**src/aether_pkg.sv**
```systemverilog
`default_nettype none

package aether_pkg;

  // ------------------------------------------------------------
  // Command set
  // ------------------------------------------------------------
  typedef enum logic [3:0] {
    NOP      = 4'd0,
    RD_REG   = 4'd1,  // Register read into data_o
    WR_REG   = 4'd2,
    LIP_STRT = 4'd3,  // First activation word
    LIP_CONT = 4'd4,
    LDW_CONT = 4'd5,  // Weight word shift in
    CNV_RUN  = 4'd6,
    RD_RSLT  = 4'd7   // Pop one result
  } instr_e;

  typedef enum logic [3:0] {
    REG_VERSN = 4'd0,
    REG_HWRID = 4'd1,
    REG_BCFG2 = 4'd2,  // Matrix size
    REG_STATS = 4'd3
  } reg_idx_e;

  // Data types
  typedef logic [15:0]        word_t;  // Command and result bus word
  typedef logic signed [7:0]  act_t;   // Activation or weight byte
  typedef logic signed [19:0] acc_t;   // MAC accumulator

  // Kernel geometry
  localparam int unsigned KernelSize  = 3;
  localparam int unsigned KernelTaps  = KernelSize * KernelSize;
  localparam int unsigned WeightWords = (KernelTaps + 1) / 2;  // Two taps per word

  // ID register contents
  localparam word_t VersionValue = 16'h6C00;
  localparam word_t HwIdValue    = 16'hB2E9;

  // Status word bit positions
  localparam int unsigned STAT_RUNNING = 0;
  localparam int unsigned STAT_DONE    = 1;
  localparam int unsigned STAT_AVAIL   = 2;
  localparam int unsigned STAT_FULL    = 3;

endpackage

`default_nettype wire

```
**src/conv_ctrl_if.sv**
```systemverilog
`timescale 1ns/1ps
`default_nettype none

// Decoder to convolution engine control link
interface conv_ctrl_if #(
  parameter int unsigned SizeBits = 4
);
  logic                start;        // One cycle run request
  logic [SizeBits-1:0] matrix_size;  // Stable during a run
  logic                running;
  logic                done;         // Sticky until next start

  modport decoder (output start, output matrix_size, input running, input done);
  modport engine (input start, input matrix_size, output running, output done);
endinterface

`default_nettype wire

```
**src/aether_engine.sv**
```systemverilog
`timescale 1ns/1ps
`default_nettype none

module aether_engine
  import aether_pkg::*;
#(
  parameter int unsigned MaxMatrixSize = 8,
  parameter int unsigned ResultDepth   = 4
) (
  input  logic       clk_i,
  input  logic       rst_n_i,
  input  logic [3:0] instruction_i,
  input  logic [3:0] param_1_i,
  input  word_t      param_2_i,
  output word_t      data_o,
  output logic       interrupt_o   // Result queue full
);

  localparam int unsigned SizeBits = $clog2(MaxMatrixSize + 1);
  localparam int unsigned AddrBits = $clog2((MaxMatrixSize * MaxMatrixSize + 1) / 2);

  // ------------------------------------------------------------
  // Internal links
  // ------------------------------------------------------------
  logic                buf_start, buf_cont, wgt_shift, pop;
  logic [AddrBits-1:0] buf_raddr;
  word_t               buf_rdata;
  act_t                weights [KernelTaps];
  logic                res_valid, res_ready;
  word_t               res_data, fifo_head;
  logic                fifo_avail, fifo_full;

  conv_ctrl_if #(.SizeBits(SizeBits)) ctrl_if ();

  aether_engine_decoder #(.MaxMatrixSize(MaxMatrixSize)) decode_inst (
    .clk_i, .rst_n_i,
    .instruction_i(instr_e'(instruction_i)),
    .param_1_i, .param_2_i,
    .fifo_head_i(fifo_head), .fifo_avail_i(fifo_avail), .fifo_full_i(fifo_full),
    .data_o, .buf_start_o(buf_start), .buf_cont_o(buf_cont),
    .wgt_shift_o(wgt_shift), .pop_o(pop), .interrupt_o,
    .ctrl(ctrl_if.decoder)
  );

  // Activation matrix storage
  input_buffer #(.MaxMatrixSize(MaxMatrixSize)) buffer_inst (
    .clk_i, .rst_n_i, .start_i(buf_start), .cont_i(buf_cont),
    .wdata_i(param_2_i), .raddr_i(buf_raddr), .rdata_o(buf_rdata)
  );

  conv_weight_store weight_inst (
    .clk_i, .rst_n_i, .shift_i(wgt_shift), .wdata_i(param_2_i), .weights_o(weights)
  );

  convolution_layer #(.MaxMatrixSize(MaxMatrixSize)) conv_inst (
    .clk_i, .rst_n_i, .weights_i(weights), .rdata_i(buf_rdata),
    .result_ready_i(res_ready), .raddr_o(buf_raddr),
    .result_valid_o(res_valid), .result_data_o(res_data),
    .ctrl(ctrl_if.engine)
  );

  // Results wait here for RD_RSLT
  result_fifo #(.ResultDepth(ResultDepth)) fifo_inst (
    .clk_i, .rst_n_i, .in_valid_i(res_valid), .in_data_i(res_data), .pop_i(pop),
    .in_ready_o(res_ready), .head_o(fifo_head), .avail_o(fifo_avail), .full_o(fifo_full)
  );

endmodule

`default_nettype wire

```
**src/aether_engine_decoder.sv**
```systemverilog
`timescale 1ns/1ps
`default_nettype none

module aether_engine_decoder
  import aether_pkg::*;
#(
  parameter int unsigned MaxMatrixSize = 8
) (
  input  logic       clk_i,
  input  logic       rst_n_i,
  input  instr_e     instruction_i,
  input  logic [3:0] param_1_i,    // Register index
  input  word_t      param_2_i,    // Write data
  input  word_t      fifo_head_i,
  input  logic       fifo_avail_i,
  input  logic       fifo_full_i,
  output word_t      data_o,
  output logic       buf_start_o,
  output logic       buf_cont_o,
  output logic       wgt_shift_o,
  output logic       pop_o,
  output logic       interrupt_o,
  conv_ctrl_if.decoder ctrl
);

  localparam int unsigned SizeBits = $clog2(MaxMatrixSize + 1);

  reg_idx_e            reg_idx;
  logic [SizeBits-1:0] bcfg2_q;   // Matrix size register
  word_t               status;
  word_t               reg_rdata;

  assign reg_idx = reg_idx_e'(param_1_i);

  // ------------------------------------------------------------
  // Command strobes
  // ------------------------------------------------------------
  assign buf_start_o = (instruction_i == LIP_STRT);
  assign buf_cont_o  = (instruction_i == LIP_CONT);
  assign wgt_shift_o = (instruction_i == LDW_CONT);
  assign pop_o       = (instruction_i == RD_RSLT) && fifo_avail_i;  // Never pop empty queue
  assign ctrl.start  = (instruction_i == CNV_RUN);

  assign ctrl.matrix_size = bcfg2_q;
  assign interrupt_o      = fifo_full_i;  // Host must drain results

  // Status word
  always_comb begin
    status               = '0;
    status[STAT_RUNNING] = ctrl.running;
    status[STAT_DONE]    = ctrl.done;
    status[STAT_AVAIL]   = fifo_avail_i;
    status[STAT_FULL]    = fifo_full_i;
  end

  // Register read mux
  always_comb begin
    case (reg_idx)
      REG_VERSN: reg_rdata = VersionValue;
      REG_HWRID: reg_rdata = HwIdValue;
      REG_BCFG2: reg_rdata = word_t'(bcfg2_q);
      REG_STATS: reg_rdata = status;
      default:   reg_rdata = '0;  // Unmapped indices
    endcase
  end

  // ------------------------------------------------------------
  // Registered output and config register
  // ------------------------------------------------------------
  always_ff @(posedge clk_i or negedge rst_n_i) begin
    if (!rst_n_i) begin
      data_o  <= '0;
      bcfg2_q <= SizeBits'(4);  // Default 4x4 matrix
    end else begin
      case (instruction_i)
        RD_REG:  data_o <= reg_rdata;
        RD_RSLT: data_o <= fifo_avail_i ? fifo_head_i : '0;  // Empty reads as zero
        WR_REG: begin
          // Size frozen while the engine walks the matrix
          if (reg_idx == REG_BCFG2 && !ctrl.running) begin
            bcfg2_q <= param_2_i[SizeBits-1:0];
          end
        end
        default: ;  // data_o holds
      endcase
    end
  end

endmodule

`default_nettype wire

```
**src/conv_weight_store.sv**
```systemverilog
`timescale 1ns/1ps
`default_nettype none

module conv_weight_store
  import aether_pkg::*;
(
  input  logic  clk_i,
  input  logic  rst_n_i,
  input  logic  shift_i,
  input  word_t wdata_i,
  output act_t  weights_o [KernelTaps]
);

  word_t store_q [WeightWords];  // Word 0 is the oldest load

  always_ff @(posedge clk_i or negedge rst_n_i) begin
    if (!rst_n_i) begin
      for (int i = 0; i < WeightWords; i++) store_q[i] <= '0;
    end else if (shift_i) begin
      for (int i = 0; i < WeightWords - 1; i++) store_q[i] <= store_q[i+1];
      store_q[WeightWords-1] <= wdata_i;  // New word enters at the top
    end
  end

  // Even taps in low byte, odd taps in high byte
  always_comb begin
    for (int k = 0; k < KernelTaps; k++) begin
      weights_o[k] = k[0] ? act_t'(store_q[k/2][15:8]) : act_t'(store_q[k/2][7:0]);
    end
  end

endmodule

`default_nettype wire

```
**src/convolution_layer.sv**
```systemverilog
`timescale 1ns/1ps
`default_nettype none

module convolution_layer
  import aether_pkg::*;
#(
  parameter int unsigned MaxMatrixSize = 8,
  localparam int unsigned AddrBits = $clog2((MaxMatrixSize * MaxMatrixSize + 1) / 2)
) (
  input  logic                clk_i,
  input  logic                rst_n_i,
  input  act_t                weights_i [KernelTaps],
  input  word_t               rdata_i,         // Word for last cycle's address
  input  logic                result_ready_i,
  output logic [AddrBits-1:0] raddr_o,
  output logic                result_valid_o,
  output word_t               result_data_o,
  conv_ctrl_if.engine ctrl
);

  localparam int unsigned SizeBits = $clog2(MaxMatrixSize + 1);
  localparam int unsigned ByteBits = AddrBits + 1;
  localparam acc_t SatMax = acc_t'(32767);
  localparam acc_t SatMin = acc_t'(-32768);

  typedef enum logic [2:0] {S_IDLE, S_FETCH, S_MAC, S_EMIT, S_FINISH} state_e;

  state_e              state;
  logic [SizeBits-1:0] row, col;       // Output position
  logic [SizeBits-1:0] last_pos;
  logic [1:0]          ikr, ikc;       // Kernel offset being addressed
  logic [1:0]          ikr_nxt, ikc_nxt;
  logic [3:0]          tap;            // Tap being accumulated
  logic [ByteBits-1:0] pix_r, pix_c, byte_idx;
  logic                sel_q;          // High byte of returned word
  logic                done_q;
  act_t                pix;
  logic signed [15:0]  prod;
  acc_t                acc;

  assign last_pos = ctrl.matrix_size - SizeBits'(3);  // Last valid row or column

  // ------------------------------------------------------------
  // Address generation
  // ------------------------------------------------------------
  assign pix_r    = ByteBits'(row) + ByteBits'(ikr);
  assign pix_c    = ByteBits'(col) + ByteBits'(ikc);
  assign byte_idx = pix_r * ByteBits'(ctrl.matrix_size) + pix_c;  // Row-major byte
  assign raddr_o  = byte_idx[ByteBits-1:1];

  // Kernel offset walk in tap order
  always_comb begin
    ikr_nxt = ikr;
    ikc_nxt = ikc + 1'b1;
    if (ikc == 2'(KernelSize - 1)) begin
      ikc_nxt = '0;
      ikr_nxt = ikr + 1'b1;
    end
  end

  // ------------------------------------------------------------
  // Control FSM
  // ------------------------------------------------------------
  always_ff @(posedge clk_i or negedge rst_n_i) begin
    if (!rst_n_i) begin
      state  <= S_IDLE;
      done_q <= 1'b0;
      row    <= '0;
      col    <= '0;
      tap    <= '0;
      ikr    <= '0;
      ikc    <= '0;
    end else begin
      case (state)
        S_IDLE: if (ctrl.start) begin
          state  <= S_FETCH;
          done_q <= 1'b0;
          row    <= '0;
          col    <= '0;
          ikr    <= '0;
          ikc    <= '0;
        end
        S_FETCH: begin  // Tap 0 address out
          tap   <= '0;
          ikr   <= ikr_nxt;
          ikc   <= ikc_nxt;
          state <= S_MAC;
        end
        S_MAC: begin  // Accumulate one tap and address the next
          if (tap == 4'(KernelTaps - 1)) begin
            ikr   <= '0;
            ikc   <= '0;
            state <= S_EMIT;
          end else begin
            tap <= tap + 1'b1;
            ikr <= ikr_nxt;
            ikc <= ikc_nxt;
          end
        end
        S_EMIT: if (result_ready_i) begin  // Stall here on back-pressure
          state <= S_FETCH;
          if (col == last_pos) begin
            col <= '0;
            if (row == last_pos) state <= S_FINISH;
            else row <= row + 1'b1;
          end else begin
            col <= col + 1'b1;
          end
        end
        S_FINISH: begin
          done_q <= 1'b1;
          state  <= S_IDLE;
        end
        default: state <= S_IDLE;
      endcase
    end
  end

  // ------------------------------------------------------------
  // Datapath
  // ------------------------------------------------------------
  assign pix  = sel_q ? act_t'(rdata_i[15:8]) : act_t'(rdata_i[7:0]);
  assign prod = pix * weights_i[tap];

  always_ff @(posedge clk_i) begin
    sel_q <= byte_idx[0];
    if (state == S_FETCH) acc <= '0;
    else if (state == S_MAC) acc <= acc + acc_t'(prod);
  end

  // Clamp to signed 16 bits
  always_comb begin
    if (acc > SatMax)      result_data_o = 16'h7FFF;
    else if (acc < SatMin) result_data_o = 16'h8000;
    else                   result_data_o = acc[15:0];
  end

  assign result_valid_o = (state == S_EMIT);
  assign ctrl.running   = (state != S_IDLE);
  assign ctrl.done      = done_q;

endmodule

`default_nettype wire

```
**src/input_buffer.sv**
```systemverilog
`timescale 1ns/1ps
`default_nettype none

module input_buffer
  import aether_pkg::*;
#(
  parameter int unsigned MaxMatrixSize = 8,
  localparam int unsigned Words    = (MaxMatrixSize * MaxMatrixSize + 1) / 2,
  localparam int unsigned AddrBits = $clog2(Words)
) (
  input  logic                clk_i,
  input  logic                rst_n_i,
  input  logic                start_i,   // Write word 0
  input  logic                cont_i,    // Write next word
  input  word_t               wdata_i,
  input  logic [AddrBits-1:0] raddr_i,
  output word_t               rdata_o
);

  word_t               mem [Words];
  logic [AddrBits-1:0] waddr_q;  // Last written word
  logic [AddrBits-1:0] wr_addr;

  // Saturating load pointer
  assign wr_addr = start_i ? '0 :
                   (waddr_q == AddrBits'(Words - 1)) ? waddr_q : waddr_q + 1'b1;

  always_ff @(posedge clk_i or negedge rst_n_i) begin
    if (!rst_n_i) begin
      waddr_q <= '0;
    end else if (start_i || cont_i) begin
      waddr_q <= wr_addr;
    end
  end

  // Storage and one cycle read
  always_ff @(posedge clk_i) begin
    if (start_i || cont_i) begin
      mem[wr_addr] <= wdata_i;
    end
    rdata_o <= mem[raddr_i];
  end

endmodule

`default_nettype wire

```
**src/result_fifo.sv**
```systemverilog
`timescale 1ns/1ps
`default_nettype none

module result_fifo
  import aether_pkg::*;
#(
  parameter int unsigned ResultDepth = 4
) (
  input  logic  clk_i,
  input  logic  rst_n_i,
  input  logic  in_valid_i,
  input  word_t in_data_i,
  input  logic  pop_i,
  output logic  in_ready_o,
  output word_t head_o,
  output logic  avail_o,
  output logic  full_o
);

  localparam int unsigned PtrBits = $clog2(ResultDepth);
  localparam int unsigned CntBits = $clog2(ResultDepth + 1);

  word_t              mem [ResultDepth];
  logic [PtrBits-1:0] wptr, rptr;
  logic [CntBits-1:0] count;
  logic               push, pop;

  assign avail_o    = (count != '0);
  assign full_o     = (count == CntBits'(ResultDepth));
  assign in_ready_o = !full_o;          // Back-pressure to the engine
  assign push       = in_valid_i && in_ready_o;
  assign pop        = pop_i && avail_o;
  assign head_o     = mem[rptr];

  // Pointers and fill level
  always_ff @(posedge clk_i or negedge rst_n_i) begin
    if (!rst_n_i) begin
      wptr  <= '0;
      rptr  <= '0;
      count <= '0;
    end else begin
      if (push) wptr <= (wptr == PtrBits'(ResultDepth - 1)) ? '0 : wptr + 1'b1;
      if (pop)  rptr <= (rptr == PtrBits'(ResultDepth - 1)) ? '0 : rptr + 1'b1;
      if (push && !pop)      count <= count + 1'b1;
      else if (pop && !push) count <= count - 1'b1;  // Both at once keeps level
    end
  end

  always_ff @(posedge clk_i) begin
    if (push) mem[wptr] <= in_data_i;
  end

endmodule

`default_nettype wire
```
**config.mk**
```make
export PLATFORM = sky130hd
export DESIGN_NAME = aether_engine
export DESIGN_NICKNAME = d
export VERILOG_FILES = /design/src/aether_pkg.sv /design/src/conv_ctrl_if.sv /design/src/aether_engine.sv /design/src/aether_engine_decoder.sv /design/src/conv_weight_store.sv /design/src/convolution_layer.sv /design/src/input_buffer.sv /design/src/result_fifo.sv
export SDC_FILE = /design/constraint.sdc
export NUM_CORES = 1
export LEC_CHECK = 0
export ABC_CLOCK_PERIOD_IN_PS = 9500
export BUFFER_PORTS_ARGS = -buffer_cell sky130_fd_sc_hd__buf_2
export CAP_MARGIN = 10
export CORE_MARGIN = 5
export CORE_UTILIZATION = 42
export DETAILED_ROUTE_END_ITERATION = 8
export GPL_TIMING_DRIVEN = 0
export PLACE_DENSITY = 0.65
export REMOVE_ABC_BUFFERS = 1
export SETUP_SLACK_MARGIN = 0.3
export SYNTH_ARGS = -nofsm -noshare
export SYNTH_HDL_FRONTEND = slang
export SYNTH_SLANG_ARGS = --single-unit
```
**constraint.sdc**
```tcl
create_clock -name clk_i -period 9.5 [get_ports clk_i]
set_input_delay 2.375 -clock clk_i [delete_from_list [all_inputs] [get_ports clk_i]]
set_output_delay 2.375 -clock clk_i [all_outputs]
set_load 0.01 [all_outputs]
```
After elaboration in Yosys (flattened, before gate mapping)
Memory sizes are Yosys's and may differ from the RTL's. A register that Yosys moved wholly into a read port is not among the register bits.
Cells that the tools add are included.
- bits in writable memories: 576
- memories kept: 2
- bits in registers: 153
- logic and storage cells: 143
- eq/ne operators: 28
- add/sub/neg operators: 15
- $lt $le $gt $ge: 3
- multipliers: 2
- reductions and logical operators: 28
- bitwise logic cells: 1
- muxes and demuxes: 44
- memories (name ; words ; bits a word ; read ports ; clocked after memory_dff ; write ports ; line ; RTL):
    buffer_inst.mem ; 32 ; 16 ; 1 ; 1 ; 1 ; input_buffer.sv:20 ; word_t mem [Words];
    fifo_inst.mem ; 4 ; 16 ; 1 ; 0 ; 1 ; result_fifo.sv:23 ; word_t mem [ResultDepth];
- operators with widths (kind ; count):
    16-bit case mux with 4 select lines ; 1
    16-bit 2-to-1 mux ; 3
    8-bit binary-select mux with 4-bit select ; 1
    16-bit case mux with 2 select lines ; 1
    4-bit 2-to-1 mux ; 7
    8-bit 2-to-1 mux ; 3
    4-bit case mux with 2 select lines ; 3
    3-bit 2-to-1 mux ; 7
    20-bit by 16-bit adder with 20-bit output ; 1
    20-bit by 16-bit > comparator with 1-bit output, second input constant ; 1
    20-bit by 16-bit less-than comparator with 1-bit output, second input constant ; 1
    4-bit by 2-bit == test with 1-bit output, second input constant ; 4
    4-bit by 3-bit == test with 1-bit output, second input constant ; 4
    8-bit by 8-bit multiplier with 16-bit output ; 1
    2-bit 2-to-1 mux ; 7
    4-bit by 1-bit adder with 4-bit output, second input constant ; 3
    2-bit case mux with 3 select lines ; 2
    3-bit case mux with 4 select lines ; 1
    4-bit by 2-bit adder with 5-bit output ; 2
    5-bit 2-to-1 mux ; 2
    2-bit nonzero test ; 5
    3-bit nonzero test ; 3
    2-bit by 1-bit adder with 2-bit output, second input constant ; 4
    4-bit by 1-bit == test with 1-bit output, second input constant ; 2
    27 further kinds ; 52

Logic depth before layout (Yosys ltp)
- depth after elaboration: 7
- depth in mapped cells: 23
- depth with buffers taken out: 21

By module
Synthesis repeated with hierarchy kept, for this count alone.
- cell total of the unflattened synthesis: 2397
- area, all modules: 35569.1 µm²
- modules (own cells, without submodules) (module ; cells an instance ; instances ; area an instance (µm²) ; seq. area each (µm²)):
    input_buffer ; 1194 ; 1 ; 20910.1 ; 15820.2
    convolution_layer ; 725 ; 1 ; 6829.0 ; 920.9
    conv_weight_store ; 241 ; 1 ; 3915.0 ; 2001.9
    result_fifo ; 123 ; 1 ; 2807.7 ; 2097.0
    aether_engine_decoder ; 114 ; 1 ; 1107.3 ; 501.7

Worst setup path before layout
OpenSTA, ideal clock, no wires.
- path type: register to register
- start: reg conv_inst.tap[0]
- end: reg conv_inst.acc[19]
- clock period less this slack: 7.002 ns
- slack: 2.498 ns
- data required time: 9.430 ns
- buffers on the path: 1
- library setup time: 0.070 ns
- arrival: 6.932 ns
- stages on the path, launching flop included: 21
- path through: dfrtp_1 > buf_2 > nor4b_2 > nand2_1 > o21ai_1 > inv_1 > nor2_1 > inv_1 > fa_1 > inv_1 > fa_1 > fa_1 > fa_1 > fa_1 > ha_1 > nand4b_1 > a2111o_1 > a211o_1 > and3_1 > or4_1 > a21oi_1
- word-level cells in the longest chain between the ends: 6
- ends and longest elaborated chain (element ; line ; RTL):
    from (decl) ; convolution_layer.sv:33 ; logic [3:0] tap;
    from (signal assigned) ; convolution_layer.sv:95 ; tap <= tap + 1'b1;
    4-bit NOT with 5-bit output (implied by the code) ; convolution_layer.sv:123 ; assign prod = pix * weights_i[tap];
    8-bit binary-select mux with 4-bit select ; convolution_layer.sv:123 ;
    8-bit 2-to-1 mux (implied by the code) (2 in a row) ; convolution_layer.sv:123 ;
    8-bit by 8-bit multiplier with 16-bit output ; convolution_layer.sv:123 ;
    20-bit by 16-bit adder with 20-bit output ; convolution_layer.sv:128 ; else if (state == S_MAC) acc <= acc + acc_t'(prod);
    to (signal assigned) ; convolution_layer.sv:128 ;
    to (decl) ; convolution_layer.sv:39 ; acc_t acc;
Every way passes these cells. The select of a mux whose other input is x is not followed.
A chain may end at the register's enable or synchronous reset.

Worst setup path after layout
- start: reg conv_inst.tap[1]
- end: reg conv_inst.acc[19]
Same word-level chain as after synthesis.

==> flow_metrics.tcl <==
set metrics [dict create \
    root_buffer "clkbuf_16" \
    cts_buffer_depth 3 \
    core-area_sq_um 79000 \
    min_path_cells 1 \
    antenna_cells 0 \
    clk_pin_slew_ps 60 \
    drv_slew 0 \
    regToRegSetupSlack_ps 1980 \
    synth_flop_cell "edfxtp_1" \
    drt-total-wl_um 70300 \
    async_flop_share 0.177 \
    hold_path_end "weight_inst.weights_o[70]$_DFFE_PN0N_" \
    fill_cells 6436 \
    rows 103 \
    p_per_area_nw_per_um2 363 \
    layout.nets 2227 \
    numPortBuffers 42 \
    ff2ff_path_depth 20 \
    grt_pass1_vias 18300 \
    min_from "weight_inst.weights_o[70]$_DFFE_PN0N_" \
    place_ws_ps 1990 \
    clock_sinks 745 \
    yosysTopAreaCell "edfxtp_1" \
    synth_seq_cells 745 \
    netlist_instances 1932 \
    routedWlPerCell_um 22.4 \
    drtIter0Drc 1010 \
    place_hpwl_um 47400 \
    clk-insertion-delay-late_ps 630 \
    firstDrtPassIters 5 \
    critPathMaxFanout 20 \
    place_area_sq_um 36000 \
    cts_hold_buf 0 \
    overflow 0 \
    regArea_sq_um 21300 \
    cellLeakagePower_nw 14.0 \
    rsz0062_at_grt "no" \
    worst_pin_slew_ps 1200 \
    synth_area_sq_um 33500 \
    area_growth_pct 15.0 \
    yosysWarnings 0 \
    drc 0 \
    grt_pass1_wl_um 109000 \
    finalCritPeriodShare 0.791 \
    dieArea_sq_um 85500 \
    timing.rr.start "conv_inst.tap[1]$_DFFE_PN0P_" \
    num_vias 17000 \
    via_per_inst 5.41 \
    synth_cell_types 66 \
    post_cts_buffers 0 \
    fin_skew_ps 54.8 \
    grt_max_degree 98 \
    hold_path_class "reg -> reg" \
    fin_ws_ps 1980 \
    layout_commonest_cell "edfxtp_1" \
    synth_edf_count 576 \
    stdcell_area_sq_um 38500 \
    cts_tree "yes" \
    synth_area_per_cell_sq_um 17.3 \
    yosysSeqAreaShare 0.637 \
    layout-drive-gt1-share 0.271 \
    max-cap-violations 0 \
    cts_max_level 3 \
    globalRouteTotalUtil 0.166 \
    netlist.area_leader.share 0.516 \
    relSlewSlack 0.195 \
    antenna_found_initial 1 \
    hold_viol 0 \
    ir_worst_vdd_mv 0.280 \
    required_ps 10050 \
    cts_buffers 76 \
    ant_nets 0 \
    cp-end-kind "flip-flop" \
    io_pins 43 \
    rr_endpoint "conv_inst.acc[19]$_SDFFE_PP0P_" \
    yosys-top-cells-area "edfxtp_1 52%, mux4_2 13%, dfrtp_1 9.8%" \
    fmax_mhz 133 \
    start_kind "flip-flop" \
    gp_congestion 0.801 \
    start_util 0.424 \
    mostFrequentLayoutCells "576 x edfxtp_1, 192 x mux4_2, 131 x dfrtp_1" \
    die_h_um 292 \
    fin_crit_ps 7520 \
    worst-setup-path-type "reg -> reg" \
    status "finished, final reports clean" \
    multi_input_comb_area_sq_um 11500 \
    cts_resized 0 \
    fp.dieW_um 292 \
    setup_violations 0 \
    arrival_ps 8060 \
]
## registers in the layout, indices dropped and copies added (netlist names), 2 cells and up
register,flops
buffer_inst.mem,512
weight_inst.weights_o,72
fifo_inst.mem,64
conv_inst.acc,20
buffer_inst.rdata_o,16
decode_inst.data_o,16
weight_inst.store_q,8
buffer_inst.waddr_q,5
conv_inst.col,4
conv_inst.row,4
conv_inst.tap,4
decode_inst.ctrl.matrix_size,4
conv_inst.state,3
fifo_inst.count,3
conv_inst.ikc,2
conv_inst.ikr,2
fifo_inst.rptr,2
fifo_inst.wptr,2
## worst max path at each step
stage                                       startpoint                                     to  slack (ps)  cells past startpoint
after detailed placement  conv_inst.tap[1]$_DFFE_PN0P_         conv_inst.acc[16]$_SDFFE_PP0P_        1990                     21
after floorplan                       instruction_i[3]    weight_inst.store_q[10]$_DFFE_PN0N_         290                      3
after global placement                instruction_i[3]  weight_inst.weights_o[18]$_DFFE_PN0N_       -2960                      4
final                     conv_inst.tap[1]$_DFFE_PN0P_         conv_inst.acc[19]$_SDFFE_PP0P_        1980                     20
after global routing      conv_inst.tap[1]$_DFFE_PN0P_         conv_inst.acc[16]$_SDFFE_PP0P_        1480                     21
after CTS                 conv_inst.tap[1]$_DFFE_PN0P_         conv_inst.acc[19]$_SDFFE_PP0P_        1930                     16
## where the power goes
group	total [mW]	leakage (nW)	switching (mW)	internal, mW
logic	6.71	5.58	3.46	3.25
clock network	3.00	1.22	1.25	1.74
registers	4.27	7.17	0.335	3.94
## metrics by stage
step	total power, mW	cells	utilization	setup TNS, ps	hold WS (ps)
after floorplan	9.63	1853	-	0	457
after global placement	10.8	2945	0.439	-254710	472
after detailed placement	11.1	3002	0.455	0	495
after CTS	14.2	3142	0.488	0	509
after global routing	15.1	3143	0.488	0	523
final	14.0	3143	0.488	0	504
## per-layer routing
metal / track usage / wire (um)
met1: 0.215 / 28400
met4: 0.0500 / 1980
met5: 0 / 10
met2: 0.285 / 35900
met3: 0.0362 / 4050
## cell families after synthesis
| family | synth area share |
|---|---|
| AOI/OAI and AO/OA | 0.0285 |
| xor gates and xnor gates | 0.0141 |
| adders and majority gates | 0.0857 |
| buffers and inverters | 0.0224 |
| DFF | 0.637 |
| muxes | 0.170 |
| and+or+nand+nor | 0.0419 |
## cell type report
cell class | count | share of cell area
Clock inverter | 39 | 0.0124
Timing Repair Buffer | 100 | 0.0355
Clock buffer | 101 | 0.0536
Multi-Input combinational cell | 997 | 0.300
Sequential cell | 745 | 0.554
Tap cell | 1050 | 0.0341
Inverter | 111 | 0.0108
## synth_stat cells, drive strengths merged, types with 7 or more instances
library cell / n
dfrtp: 131
buf: 30
nor3: 13
a21oi: 61
nand2b: 11
mux4: 192
edfxtp: 576
clkbuf: 49
inv: 111
and2: 19
dfxtp: 37
nand2: 86
nand4: 8
mux2i: 12
nor2: 126
o21ai: 29
ha: 71
o21a: 15
nand3: 11
xor2: 20
fa: 99
xnor2: 28
a22o: 11
mux2: 112
o31ai: 7
a21o: 11
## worst max-delay path, stage by stage (launching register included)
cell and delay (ps):
dfrtp_1 740, nor4b_2 1000, nand2_1 100, o21ai_1 410
inv_1 180, nor2_2 170, buf_8 210, inv_1 80
fa_1 500, inv_1 50, fa_1 480, fa_1 570
fa_1 440, fa_1 440, ha_1 370, nand4b_1 170
a2111o_1 510, a211o_1 300, and3_1 170, or4_1 400
a21oi_1 130
(Power assumes the default switching activity.)
